File: config.mk
export PLATFORM = sky130hd
export DESIGN_NAME = hart
export DESIGN_NICKNAME = d
export VERILOG_FILES = /design/src/logic/hart_pkg.sv /design/src/logic/fetch_stage.sv /design/src/logic/decode_stage.sv /design/src/logic/execute_stage.sv /design/src/logic/memory_stage.sv /design/src/logic/hart.sv
export SDC_FILE = /design/constraint.sdc
export NUM_CORES = 2
export LEC_CHECK = 0
export BUFFER_PORTS_ARGS = -buffer_cell sky130_fd_sc_hd__buf_4
export CAP_MARGIN = 15
export CORE_ASPECT_RATIO = 0.7
export CORE_MARGIN = 1
export CORE_UTILIZATION = 55
export DETAILED_ROUTE_END_ITERATION = 8
export PLACE_DENSITY_LB_ADDON = 0.1
export SLEW_MARGIN = 20
export SYNTH_ARGS = -nofsm -noshare
export SYNTH_HDL_FRONTEND = slang
export SYNTH_SLANG_ARGS = --single-unit
File: constraint.sdc
create_clock -name i_clk -period 6.7 [get_ports i_clk]
set_input_delay 1.34 -clock i_clk [delete_from_list [all_inputs] [get_ports i_clk]]
set_output_delay 1.34 -clock i_clk [all_outputs]
set_load 0.1 [all_outputs]
File: src/logic/hart_pkg.sv
`default_nettype none
// ==============================
// Hart shared types
// Opcodes, ALU codes, stage records
// ==============================

package hart_pkg;

    localparam int XLEN   = 32;     // Data and address width
    localparam int REG_AW = 5;      // Register index width

    // Major opcodes of the supported subset
    typedef enum logic [6:0] {
        OPC_LUI    = 7'b0110111,
        OPC_OP     = 7'b0110011,    // Register ALU
        OPC_OP_IMM = 7'b0010011,    // Immediate ALU
        OPC_LOAD   = 7'b0000011,
        OPC_STORE  = 7'b0100011,
        OPC_BRANCH = 7'b1100011
    } opcode_e;

    typedef enum logic [2:0] {
        ALU_ADD    = 3'd0,
        ALU_SUB    = 3'd1,
        ALU_AND    = 3'd2,
        ALU_OR     = 3'd3,
        ALU_XOR    = 3'd4,
        ALU_SLT    = 3'd5,          // Signed compare
        ALU_PASS_B = 3'd6           // LUI result
    } alu_op_e;

    // ==============================
    // Instruction formats
    // ==============================
    typedef struct packed {
        logic [6:0]        funct7;
        logic [REG_AW-1:0] rs2;
        logic [REG_AW-1:0] rs1;
        logic [2:0]        funct3;
        logic [REG_AW-1:0] rd;
        opcode_e           opcode;
    } r_fmt_t;

    typedef struct packed {
        logic [11:0]       imm;
        logic [REG_AW-1:0] rs1;
        logic [2:0]        funct3;
        logic [REG_AW-1:0] rd;
        opcode_e           opcode;
    } i_fmt_t;

    typedef struct packed {
        logic [6:0]        imm_11_5;
        logic [REG_AW-1:0] rs2;
        logic [REG_AW-1:0] rs1;
        logic [2:0]        funct3;
        logic [4:0]        imm_4_0;
        opcode_e           opcode;
    } s_fmt_t;

    typedef struct packed {
        logic              imm_12;
        logic [5:0]        imm_10_5;
        logic [REG_AW-1:0] rs2;
        logic [REG_AW-1:0] rs1;
        logic [2:0]        funct3;
        logic [3:0]        imm_4_1;
        logic              imm_11;
        opcode_e           opcode;
    } b_fmt_t;

    // One word, four views
    typedef union packed {
        r_fmt_t r;
        i_fmt_t i;
        s_fmt_t s;
        b_fmt_t b;
    } inst_u;

    // ==============================
    // Pipeline records
    // ==============================
    typedef struct packed {
        alu_op_e alu_op;
        logic    use_imm;       // Operand B from immediate
        logic    mem_read;
        logic    mem_write;
        logic    reg_write;
        logic    is_branch;
        logic    branch_ne;     // BNE, else BEQ
    } ctrl_t;

    typedef struct packed {
        logic            valid;
        logic [XLEN-1:0] pc;
        inst_u           inst;
    } if_id_t;

    typedef struct packed {
        logic              valid;
        logic [XLEN-1:0]   pc;
        logic [REG_AW-1:0] rs1;
        logic [REG_AW-1:0] rs2;
        logic [REG_AW-1:0] rd;
        logic [XLEN-1:0]   rs1_data;
        logic [XLEN-1:0]   rs2_data;
        logic [XLEN-1:0]   imm;
        ctrl_t             ctrl;
    } id_ex_t;

    typedef struct packed {
        logic              valid;
        logic [XLEN-1:0]   pc;
        logic [REG_AW-1:0] rd;
        logic [XLEN-1:0]   alu_result;  // Also the data address
        logic [XLEN-1:0]   store_data;
        ctrl_t             ctrl;
    } ex_mem_t;

    // Write-back record, also the retire view
    typedef struct packed {
        logic              valid;
        logic [XLEN-1:0]   pc;
        logic [REG_AW-1:0] rd;
        logic [XLEN-1:0]   wdata;
        logic              reg_write;
    } wb_t;

endpackage

`default_nettype wire

File: src/logic/fetch_stage.sv
`timescale 1ns/1ns
`default_nettype none
// ==============================
// Fetch stage
// PC sequencing and IF/ID register
// ==============================

module fetch_stage import hart_pkg::*; #(
    parameter logic [XLEN-1:0] RESET_ADDR = '0
) (
    input  logic            i_clk,
    input  logic            i_rst,
    input  logic            i_stall,        // Load-use hold
    input  logic            i_redirect,     // Taken branch in EX
    input  logic [XLEN-1:0] i_redirect_pc,
    input  logic [XLEN-1:0] i_imem_rdata,   // Same-cycle answer
    output logic [XLEN-1:0] o_imem_addr,
    output if_id_t          o_if_id
);

    logic [XLEN-1:0] pc;

    // Redirect wins over stall
    always_ff @(posedge i_clk) begin
        if (i_rst) begin
            pc <= RESET_ADDR;
        end else if (i_redirect) begin
            pc <= i_redirect_pc;
        end else if (!i_stall) begin
            pc <= pc + XLEN'(4);
        end
    end

    assign o_imem_addr = pc;

    // IF/ID register
    always_ff @(posedge i_clk) begin
        if (!i_stall) begin
            o_if_id.pc   <= pc;
            o_if_id.inst <= i_imem_rdata;   // Word viewed through the union downstream
        end
        if (i_rst || i_redirect) begin
            o_if_id.valid <= 1'b0;          // Younger word dropped on a taken branch
        end else if (!i_stall) begin
            o_if_id.valid <= 1'b1;
        end
    end

    a_pc_aligned: assert property (@(posedge i_clk) disable iff (i_rst)
        o_imem_addr[1:0] == 2'b00);

endmodule

`default_nettype wire

File: src/logic/decode_stage.sv
`timescale 1ns/1ns
`default_nettype none
// ==============================
// Decode stage
// Control, immediates, register file, load-use
// ==============================

module decode_stage import hart_pkg::*; (
    input  logic   i_clk,
    input  logic   i_rst,
    input  if_id_t i_if_id,
    input  logic   i_redirect,  // Flush the word in ID
    input  wb_t    i_wb,        // Register write port
    output logic   o_stall,
    output id_ex_t o_id_ex
);

    inst_u             inst;
    ctrl_t             ctrl;
    logic [XLEN-1:0]   imm;
    logic [REG_AW-1:0] rs1;
    logic [REG_AW-1:0] rs2;
    logic [XLEN-1:0]   regs [2**REG_AW];

    assign inst = i_if_id.inst;
    assign rs1  = inst.r.rs1;   // Same bit slots in every format
    assign rs2  = inst.r.rs2;

    // ==============================
    // Control decode
    // ==============================
    always_comb begin
        ctrl = '0;
        ctrl.alu_op = ALU_ADD;
        case (inst.r.opcode)
            OPC_OP, OPC_OP_IMM: begin
                ctrl.use_imm   = (inst.r.opcode == OPC_OP_IMM);
                ctrl.reg_write = 1'b1;
                case (inst.r.funct3)
                    3'b111:  ctrl.alu_op = ALU_AND;
                    3'b110:  ctrl.alu_op = ALU_OR;
                    3'b100:  ctrl.alu_op = ALU_XOR;
                    3'b010:  ctrl.alu_op = ALU_SLT;
                    // funct7 is immediate bits for ADDI
                    default: ctrl.alu_op = (inst.r.opcode == OPC_OP && inst.r.funct7[5])
                                           ? ALU_SUB : ALU_ADD;
                endcase
            end
            OPC_LUI: begin
                ctrl.alu_op    = ALU_PASS_B;
                ctrl.use_imm   = 1'b1;
                ctrl.reg_write = 1'b1;
            end
            OPC_LOAD: begin
                ctrl.use_imm   = 1'b1;      // Base plus offset
                ctrl.mem_read  = 1'b1;
                ctrl.reg_write = 1'b1;
            end
            OPC_STORE: begin
                ctrl.use_imm   = 1'b1;
                ctrl.mem_write = 1'b1;
            end
            OPC_BRANCH: begin
                ctrl.is_branch = 1'b1;
                ctrl.branch_ne = inst.b.funct3[0];  // 001 is BNE
            end
            default: ;                              // Unknown word does nothing
        endcase
    end

    // Sign-extended immediate per format
    always_comb begin
        case (inst.r.opcode)
            OPC_OP_IMM, OPC_LOAD:
                imm = {{20{inst.i.imm[11]}}, inst.i.imm};
            OPC_STORE:
                imm = {{20{inst.s.imm_11_5[6]}}, inst.s.imm_11_5, inst.s.imm_4_0};
            OPC_BRANCH:
                imm = {{19{inst.b.imm_12}}, inst.b.imm_12, inst.b.imm_11,
                       inst.b.imm_10_5, inst.b.imm_4_1, 1'b0};
            // Upper immediate covers the R fields above rd
            OPC_LUI:
                imm = {inst.r.funct7, inst.r.rs2, inst.r.rs1, inst.r.funct3, 12'b0};
            default:
                imm = '0;
        endcase
    end

    // ==============================
    // Register file
    // ==============================
    always_ff @(posedge i_clk) begin
        if (i_wb.valid && i_wb.reg_write && i_wb.rd != '0) begin
            regs[i_wb.rd] <= i_wb.wdata;
        end
    end

    // x0 reads zero, same-cycle write bypassed
    function automatic logic [XLEN-1:0] rf_read(input logic [REG_AW-1:0] addr);
        if (addr == '0) return '0;
        if (i_wb.valid && i_wb.reg_write && i_wb.rd == addr) return i_wb.wdata;
        return regs[addr];
    endfunction

    // Load in EX feeding this word
    assign o_stall = i_if_id.valid && o_id_ex.valid && o_id_ex.ctrl.mem_read
                     && o_id_ex.rd != '0 && (o_id_ex.rd == rs1 || o_id_ex.rd == rs2);

    // ID/EX register
    always_ff @(posedge i_clk) begin
        o_id_ex.pc       <= i_if_id.pc;
        o_id_ex.rs1      <= rs1;
        o_id_ex.rs2      <= rs2;
        o_id_ex.rd       <= inst.r.rd;
        o_id_ex.rs1_data <= rf_read(rs1);
        o_id_ex.rs2_data <= rf_read(rs2);
        o_id_ex.imm      <= imm;
        o_id_ex.ctrl     <= ctrl;
        if (i_rst) begin
            o_id_ex.valid <= 1'b0;
        end else begin
            o_id_ex.valid <= i_if_id.valid && !o_stall && !i_redirect;  // Bubble
        end
    end

endmodule

`default_nettype wire

File: src/logic/execute_stage.sv
`timescale 1ns/1ns
`default_nettype none
// ==============================
// Execute stage
// Forwarding, ALU, branch resolve
// ==============================

module execute_stage import hart_pkg::*; (
    input  logic            i_clk,
    input  logic            i_rst,
    input  id_ex_t          i_id_ex,
    input  wb_t             i_wb,           // Oldest forward source
    output logic            o_redirect,
    output logic [XLEN-1:0] o_redirect_pc,
    output ex_mem_t         o_ex_mem
);

    logic            mem_fwd_ok;
    logic            wb_fwd_ok;
    logic [XLEN-1:0] op_a;
    logic [XLEN-1:0] rs2_val;
    logic [XLEN-1:0] op_b;
    logic [XLEN-1:0] alu_result;

    // Load data is not ready in MEM, that case is stalled in ID
    assign mem_fwd_ok = o_ex_mem.valid && o_ex_mem.ctrl.reg_write && !o_ex_mem.ctrl.mem_read;
    assign wb_fwd_ok  = i_wb.valid && i_wb.reg_write;

    // Youngest producer first
    function automatic logic [XLEN-1:0] fwd(input logic [REG_AW-1:0] src,
                                            input logic [XLEN-1:0]   rf_val);
        if (src == '0) return rf_val;
        if (mem_fwd_ok && o_ex_mem.rd == src) return o_ex_mem.alu_result;
        if (wb_fwd_ok && i_wb.rd == src) return i_wb.wdata;
        return rf_val;
    endfunction

    assign op_a    = fwd(i_id_ex.rs1, i_id_ex.rs1_data);
    assign rs2_val = fwd(i_id_ex.rs2, i_id_ex.rs2_data);    // Also store data
    assign op_b    = i_id_ex.ctrl.use_imm ? i_id_ex.imm : rs2_val;

    // ==============================
    // ALU
    // ==============================
    always_comb begin
        case (i_id_ex.ctrl.alu_op)
            ALU_SUB:    alu_result = op_a - op_b;
            ALU_AND:    alu_result = op_a & op_b;
            ALU_OR:     alu_result = op_a | op_b;
            ALU_XOR:    alu_result = op_a ^ op_b;
            ALU_SLT:    alu_result = {{(XLEN-1){1'b0}}, $signed(op_a) < $signed(op_b)};
            ALU_PASS_B: alu_result = op_b;
            default:    alu_result = op_a + op_b;
        endcase
    end

    // BEQ/BNE, equality flipped for NE
    assign o_redirect    = i_id_ex.valid && i_id_ex.ctrl.is_branch
                           && ((op_a == rs2_val) != i_id_ex.ctrl.branch_ne);
    assign o_redirect_pc = i_id_ex.pc + i_id_ex.imm;

    // EX/MEM register
    always_ff @(posedge i_clk) begin
        o_ex_mem.pc         <= i_id_ex.pc;
        o_ex_mem.rd         <= i_id_ex.rd;
        o_ex_mem.alu_result <= alu_result;
        o_ex_mem.store_data <= rs2_val;
        o_ex_mem.ctrl       <= i_id_ex.ctrl;
        if (i_rst) begin
            o_ex_mem.valid <= 1'b0;
        end else begin
            o_ex_mem.valid <= i_id_ex.valid;    // Flushed entries arrive invalid
        end
    end

    // Taken branch is real and the two words behind it never execute
    a_redirect_flush: assert property (@(posedge i_clk) disable iff (i_rst)
        o_redirect |-> (i_id_ex.valid && i_id_ex.ctrl.is_branch)
                       ##1 !i_id_ex.valid ##1 !i_id_ex.valid);

endmodule

`default_nettype wire

File: src/logic/memory_stage.sv
`timescale 1ns/1ns
`default_nettype none
// ==============================
// Memory stage
// Data memory access, MEM/WB register
// ==============================

module memory_stage import hart_pkg::*; (
    input  logic            i_clk,
    input  logic            i_rst,
    input  ex_mem_t         i_ex_mem,
    input  logic [XLEN-1:0] i_dmem_rdata,   // Same-cycle answer
    output logic [XLEN-1:0] o_dmem_addr,
    output logic            o_dmem_ren,
    output logic            o_dmem_wen,
    output logic [XLEN-1:0] o_dmem_wdata,
    output wb_t             o_wb
);

    logic [XLEN-1:0] wdata;

    // Word access only
    assign o_dmem_addr  = i_ex_mem.alu_result;
    assign o_dmem_ren   = i_ex_mem.valid && i_ex_mem.ctrl.mem_read;
    assign o_dmem_wen   = i_ex_mem.valid && i_ex_mem.ctrl.mem_write;
    assign o_dmem_wdata = i_ex_mem.store_data;

    assign wdata = i_ex_mem.ctrl.mem_read ? i_dmem_rdata : i_ex_mem.alu_result;

    // MEM/WB register
    always_ff @(posedge i_clk) begin
        o_wb.pc        <= i_ex_mem.pc;
        o_wb.rd        <= i_ex_mem.rd;
        o_wb.wdata     <= wdata;
        o_wb.reg_write <= i_ex_mem.ctrl.reg_write;
        if (i_rst) begin
            o_wb.valid <= 1'b0;
        end else begin
            o_wb.valid <= i_ex_mem.valid;
        end
    end

    // A read is exclusive and always retires a register write
    a_ren_wen: assert property (@(posedge i_clk) disable iff (i_rst)
        o_dmem_ren |-> !o_dmem_wen ##1 (o_wb.valid && o_wb.reg_write));

endmodule

`default_nettype wire

File: src/logic/hart.sv
`timescale 1ns/1ns
`default_nettype none
// ==============================
// Hart top level
// Five-stage RV32I subset pipeline
// ==============================

module hart import hart_pkg::*; #(
    parameter logic [XLEN-1:0] RESET_ADDR = '0
) (
    input  logic              i_clk,
    input  logic              i_rst,
    // Instruction memory
    output logic [XLEN-1:0]   o_imem_addr,
    input  logic [XLEN-1:0]   i_imem_rdata,
    // Data memory
    output logic [XLEN-1:0]   o_dmem_addr,
    output logic              o_dmem_ren,
    output logic              o_dmem_wen,
    output logic [XLEN-1:0]   o_dmem_wdata,
    input  logic [XLEN-1:0]   i_dmem_rdata,
    // Retire port
    output logic              o_retire_valid,
    output logic [XLEN-1:0]   o_retire_pc,
    output logic [REG_AW-1:0] o_retire_rd,
    output logic [XLEN-1:0]   o_retire_wdata,
    output logic              o_retire_reg_write
);

    if_id_t          if_id;
    id_ex_t          id_ex;
    ex_mem_t         ex_mem;
    wb_t             wb;            // Regfile write, forward source, retire
    logic            stall;
    logic            redirect;
    logic [XLEN-1:0] redirect_pc;

    fetch_stage #(
        .RESET_ADDR(RESET_ADDR)
    ) u_fetch (
        .i_clk         (i_clk),
        .i_rst         (i_rst),
        .i_stall       (stall),
        .i_redirect    (redirect),
        .i_redirect_pc (redirect_pc),
        .i_imem_rdata  (i_imem_rdata),
        .o_imem_addr   (o_imem_addr),
        .o_if_id       (if_id)
    );

    decode_stage u_decode (
        .i_clk      (i_clk),
        .i_rst      (i_rst),
        .i_if_id    (if_id),
        .i_redirect (redirect),
        .i_wb       (wb),
        .o_stall    (stall),
        .o_id_ex    (id_ex)
    );

    execute_stage u_execute (
        .i_clk         (i_clk),
        .i_rst         (i_rst),
        .i_id_ex       (id_ex),
        .i_wb          (wb),
        .o_redirect    (redirect),
        .o_redirect_pc (redirect_pc),
        .o_ex_mem      (ex_mem)
    );

    memory_stage u_memory (
        .i_clk        (i_clk),
        .i_rst        (i_rst),
        .i_ex_mem     (ex_mem),
        .i_dmem_rdata (i_dmem_rdata),
        .o_dmem_addr  (o_dmem_addr),
        .o_dmem_ren   (o_dmem_ren),
        .o_dmem_wen   (o_dmem_wen),
        .o_dmem_wdata (o_dmem_wdata),
        .o_wb         (wb)
    );

    // Retire view of the write-back record
    assign o_retire_valid     = wb.valid;
    assign o_retire_pc        = wb.pc;
    assign o_retire_rd        = wb.rd;
    assign o_retire_wdata     = wb.wdata;
    assign o_retire_reg_write = wb.reg_write;

endmodule

`default_nettype wire

Word level (Yosys, flattened, before mapping)
Memories as Yosys holds them, arrays and structs flattened. A register that Yosys moved wholly into a read port is not among the register bits. Index checks and enable logic that the tools add are counted.

Add/subtract/negate cells: 4. $lt $le $gt $ge: 1. Eq/ne operators: 27. Muxes and demuxes: 56. Bitwise logic cells: 3. Reduce and logical (&&, ||, !) cells: 36.

Operators with widths (number): $mux 32 (24); $pmux 32 s6 (1); $pmux 32 s4 (1); $add 32x32->32 (2); $eq 5x5->1 (8); $add 32x3->32 const B (1); $and 32x32->32 (1); $eq 32x32->1 (1); $lt 32x32->1 (1); $or 32x32->32 (1); $sub 32x32->32 (1); $xor 32x32->32 (1); $mux 1 (24); $eq 7x6->1 const B (3); $logic_and 1x1->1 (21); $logic_not 5->1 (4); $eq 3x3->1 const B (6); $pmux 3 s4 (1); $mux 5 (2); $reduce_bool 5->1 (2); $eq 3x2->1 const B (3); $eq 7x2->1 const B (1); $eq 7x5->1 const B (1); $eq 7x7->1 const B (1); other kinds (11) (15).

Register bits after elaboration: 426. RAM bits: 1024. Bits of input ports: 66. Output and inout bits: 169. Logic and storage cells: 160. Memories: 1.

Memory list: u_decode.regs (depth 32, width 32, rd ports 2, clocked after Yosys merged registers in 2, write ports 1, line decode_stage.sv:23) `logic [XLEN-1:0] regs [2**REG_AW];`.

Logic depth before layout (Yosys ltp)
Word-level depth: 15. Mapped depth: 22. Mapped depth without buffers: 20.

Modules after synthesis
Synthesis repeated with hierarchy kept, for this count alone.

Cells, all modules: 4766. Area total of the unflattened synthesis: 69441.6 µm².

By module, submodules not included: decode_stage (times used 1, cells each 2688, area each 51331.7 µm², sequential area each 33812.4 µm²); execute_stage (times used 1, cells each 1605, area each 11865.1 µm², sequential area each 2222.1 µm²); fetch_stage (times used 1, cells each 299, area each 3783.6 µm², sequential area each 2582.5 µm²); memory_stage (times used 1, cells each 174, area each 2461.1 µm², sequential area each 1421.4 µm²).

Worst setup path before layout
No wires, ideal clock.

Kind: register -> register. From: register u_memory.o_wb[34] in the netlist's numbering. To: register u_execute.o_ex_mem[72] in the netlist's numbering. Setup time: 0.116 ns. Arrival time: 5.358 ns. Data required time: 6.584 ns. Path slack: 1.225 ns. Cell stages (with the launch flop): 21. Buffers on the path: 3. Clock period less this slack: 5.475 ns. Cell sequence: dfxtp_1 -> buf_2 -> xnor2_1 -> nand4_1 -> nor3_2 -> o22a_2 -> buf_2 -> o221ai_1 -> o21ai_0 -> inv_1 -> ha_1 -> clkbuf_1 -> o21ai_0 -> a2111oi_0 -> a211oi_1 -> o41ai_1 -> a221o_1 -> nand4_1 -> nand3_1 -> a21oi_1 -> a31o_2.

Longest elaborated chain between the ends: 11. Elaborated cells between the ends (all ways): 25. Classes of those cells: 2 x add/sub; 2 x eq/ne; 16 x mux; 3 x bitwise; 2 x reduce/logical.

RTL lines: start, declared (line memory_stage.sv:17) `output wb_t o_wb`; $eq 5x5->1 (line execute_stage.sv:34) `if (wb_fwd_ok && i_wb.rd == src) return i_wb.wdata;`; $logic_and 1x1->1 (line execute_stage.sv:34); $mux 1 (2 in a row) (line execute_stage.sv:34); $mux 1 (line execute_stage.sv:33) `if (mem_fwd_ok && o_ex_mem.rd == src) return o_ex_mem.alu_result;`; $mux 32 (line execute_stage.sv:35) `return rf_val;`; $mux 32 (line execute_stage.sv:34); $mux 32 (line execute_stage.sv:33); $mux 32 (line execute_stage.sv:40) `assign op_b = i_id_ex.ctrl.use_imm ? i_id_ex.imm : rs2_val;`; $add 32x32->32, or another cell as far along (line execute_stage.sv:53) `default: alu_result = op_a + op_b;`; $pmux 32 s6 * (line execute_stage.sv:46) `case (i_id_ex.ctrl.alu_op)`; named net u_execute.alu_result[31] (line execute_stage.sv:23) `logic [XLEN-1:0] alu_result;`; end, declared (line execute_stage.sv:15) `output ex_mem_t o_ex_mem`.

Mark *: on every way through the listed nets, which the timed path passes. The rest lies on a longest branch. The select of a mux whose other input is x is not followed. A chain may end at the register's enable or synchronous reset.

Worst setup path after layout
From: register u_memory.o_wb[37] in the netlist's numbering. To: register u_execute.o_ex_mem[41] in the netlist's numbering.

Longest elaborated chain between the ends: 11. Elaborated cells between the ends (all ways): 26. Classes of those cells: 2 x add/sub; 1 x order compare; 2 x eq/ne; 16 x mux; 3 x bitwise; 2 x reduce/logical.

RTL lines (line): $eq 5x5->1 (execute_stage.sv:34); $logic_and 1x1->1 (execute_stage.sv:34); $mux 1 (2 in a row) (execute_stage.sv:34); $mux 1 (execute_stage.sv:33); $mux 32 (execute_stage.sv:35); $mux 32 (execute_stage.sv:34); $mux 32 (execute_stage.sv:33); $mux 32 (execute_stage.sv:40); $add 32x32->32, or another cell as far along (execute_stage.sv:53); $pmux 32 s6 * (execute_stage.sv:46); named net u_execute.alu_result[0] (execute_stage.sv:23).

Marked as above.

==> results.toml <==
[floorplan]
die_h_microns = 298
initial_utilization = 0.555
core-area_sq_mm = 0.124
dieArea_sq_mm = 0.127
io_pins = 235
die_w_microns = 425
rows = 108

[detailed_routing]
firstDrtPassIters = 8
postRouteAntennaNets = 0
routed_wirelength_microns = 207000
wl_met3_microns = 24300
m1WireLength_microns = 85000
via_per_inst = 6.79
dr.first_iter.drc_count = 5844
drc_errors = 0
maxUsedRoutingLayer = "met5"
dr_wl_met2_microns = 92700
wire_per_inst_microns = 33.1
vias = 42493

[job]
maxCapViolations = 0

[critical_path]
critPathArrivalTime_ns = 6.95
cp.required_ns = 7.36
ff2ff_setup_slack_ns = 0.42
slowest_stage = "dfxtp_1"
rr_startpoint = "u_memory.o_wb[37]$_DFF_P_"
r2r_end = "u_execute.o_ex_mem[41]$_DFF_P_"
cp-start-kind = "flip-flop"
worst-path-buf-inv = 0
path_cells = "xnor2_1, nand4_1, nor3_2, nand2_2, o221ai_1, o21ai_0, ha_1, fa_1, o21bai_1, a21oi_1, o21ai_0, a31oi_1, o21ai_0, a41o_1, o31a_1, o31a_1, a31oi_1, o211a_1, o22a_1"
rr_worst_depth = 19
cpMostUsedCell = "o21ai_0"
path_class = "reg -> reg"
cp_max_fo = 15
end_kind = "flip-flop"
path_delay_family = "compound AO/OA/AOI/OAI gates"
slowest_delay_ns = 0.76

[final_layout]
drive_gt1_frac = 0.308
design_area_sq_mm = 0.0771
fillCellCount = 8998
nNetsFinal = 4685
utilization = 0.622
area_growth_pct = 12.1

[power]
peakVddDrop_mv = 0.359
p_leak_nw = 26.9
pwr_density_cell_mw_per_mm2 = 327
total_power_w = 0.0253

[yosys]
synth_area_per_cell_sq_um = 16.0
synth_edf_count = 1088
synth_ff_type = "edfxtp_1"
netlist_instances = 4299
synth_area_leaders = "edfxtp_1, mux4_2, dfxtp_1"
synth_cell_type_count = 91
yosysMostFrequentCell = "edfxtp_1"
ys.warnings.count = 0
synthArstFlopShare = 0
synth_top_area_frac = 0.475
syn_area_sq_mm = 0.0688
synth_seq_cells = 1460
ys_top_cells_by_count = "edfxtp_1, mux4_2, dfxtp_1, nor2_1, clkbuf_1"
synth_largest_area_cell = "edfxtp_1"
synth-seq-area-share = 0.583

[clocking]
root_buffer = "clkbuf_16"
ctsResizeCount = 0
clock_path_buffers = 3
cts_setup_buffers = 0
cts_buffers = 140
hold_buffers = 0
tritoncts = "built"
cts.sinks = 1460
htree_levels = 4
clkTransAtPathRegs_ns = 0.06
clk_latency_ns = 0.77

[sta]
rsz0062_at_grt = "no"
fmax_mhz = 159
skew_ns = 0.0268
worstMarginPinSlew_ns = 1.24
slew_viol_final = 0
min_period_ns = 6.28
max_slew_margin = 0.170
final-hold-violation-count = 0
hold_ws_ns = 0.327
setup_viol = 0
setup-tns-final_ns = 0
finalCritPeriodShare = 0.938

[grt]
grt_pass1_wl_microns = 294000
grt_overflow = 0
grt_pass1_vias = 40646
grt_usage = 0.328
grt_max_degree = 122
antenna_found_initial = 5

[hold_path]
min_path_cells = 0
worstHoldEndpoint = "u_memory.o_wb[47]$_DFF_P_"
min_from = "u_execute.o_ex_mem[87]$_DFF_P_"
hp-class = "reg -> reg"

[placement]
gp_congestion = 1.01
portBuffers = 234
place_area_sq_mm = 0.0725
dp_hpwl_microns = 130000

[outcome]
status = "complete, no violations"
-- cells by family after synthesis --
group / Yosys count / synth area share
flip-flops: 1460 / 0.583
multiplexers: 751 / 0.226
AO/OA/AOI/OAI: 676 / 0.0680
AND/OR/NAND/NOR: 635 / 0.0469
buffers and inverters: 495 / 0.0321
XOR/XNOR: 150 / 0.0191
adder cells (fa/ha/maj): 131 / 0.0242
other: 1 / 0.0000545
-- area by class of cell --
type                       count  area (sq um)  share of cell area
inverter                     143           537             0.00696
sequential                  1460         40200               0.521
tap                         1650          2060              0.0268
multi-input combinational   2375         26800               0.348
timing repair buffer         368          2910              0.0378
clock inverter                82           832              0.0108
clock buffer                 177          3790              0.0492
antenna                        1          2.50           0.0000324
-- worst max-delay path by stage --
stage                                   from  cells past startpoint                        endpoint  slack (ns)
3_3_place_gp   u_decode.o_id_ex[111]$_DFF_P_                     20  u_execute.o_ex_mem[70]$_DFF_P_        0.74
2_1_floorplan      u_memory.o_wb[34]$_DFF_P_                     20  u_execute.o_ex_mem[72]$_DFF_P_        1.23
5_1_grt            u_memory.o_wb[36]$_DFF_P_                     20  u_execute.o_ex_mem[70]$_DFF_P_        0.02
3_5_place_dp   u_decode.o_id_ex[111]$_DFF_P_                     19  u_execute.o_ex_mem[41]$_DFF_P_        0.53
6_report           u_memory.o_wb[37]$_DFF_P_                     19  u_execute.o_ex_mem[41]$_DFF_P_        0.42
4_1_cts        u_decode.o_id_ex[111]$_DFF_P_                     19  u_execute.o_ex_mem[41]$_DFF_P_        0.51
-- layer usage --
layer | up-vias | track usage
met4 | 2 | 0.0907
met5 | - | 0
li1 | 17625 | -
met1 | 22020 | 0.493
met3 | 331 | 0.0818
met2 | 2515 | 0.477
-- report_power, final --
group          internal (W)  switching [W]
clock network       0.00452        0.00353
logic               0.00160        0.00420
registers            0.0109       0.000449
-- sequential cells by signal (all words and copies together) (netlist names), named ones only --
name,flops
u_execute.o_ex_mem,105
u_decode.regs,1024
u_fetch.o_if_id,65
u_fetch.o_imem_addr,32
u_decode.o_id_ex,153
u_memory.o_wb,71
-- metrics by stage --
stage,instances,worst slack [ns]
final,6256,0.416
after global routing,6255,0.0186
after CTS,6255,0.513
after detailed placement,5996,0.533
after global placement,5995,0.743
after floorplan,4330,1.23
-- cells in the final DEF, fill, tap and decap left out, types with 30 or more instances in the layout --
cell	synthesis	final
o21ai_0	104	104
clkbuf_16	0	144
inv_1	142	142
edfxtp_1	1088	1088
nand2_1	110	110
xor2_1	70	70
a21oi_1	146	146
dfxtp_1	372	359
o22ai_1	32	32
nor2_1	190	168
or2_2	56	57
mux4_2	640	640
conb_1	1	32
a21o_1	44	44
o221ai_1	65	65
buf_4	75	356
a211oi_1	93	93
nor3_1	39	30
ha_1	128	128
or3_1	63	63
mux2i_1	68	68
nand3_1	39	37
xnor2_1	80	80
mux2_2	43	43
-- worst register-to-register path, cell delays in order, from the launching register on --
cell and delay (ns):
dfxtp_1 0.76, xnor2_1 0.19, nand4_1 0.13, nor3_2 0.25, nand2_2 0.31, o221ai_1 0.50
o21ai_0 0.27, ha_1 0.31, fa_1 0.50, o21bai_1 0.22, a21oi_1 0.17, o21ai_0 0.29
a31oi_1 0.19, o21ai_0 0.61, a41o_1 0.36, o31a_1 0.25, o31a_1 0.28, a31oi_1 0.16
o211a_1 0.27, o22a_1 0.16
No activity file was read; power rests on OpenSTA's default activity.
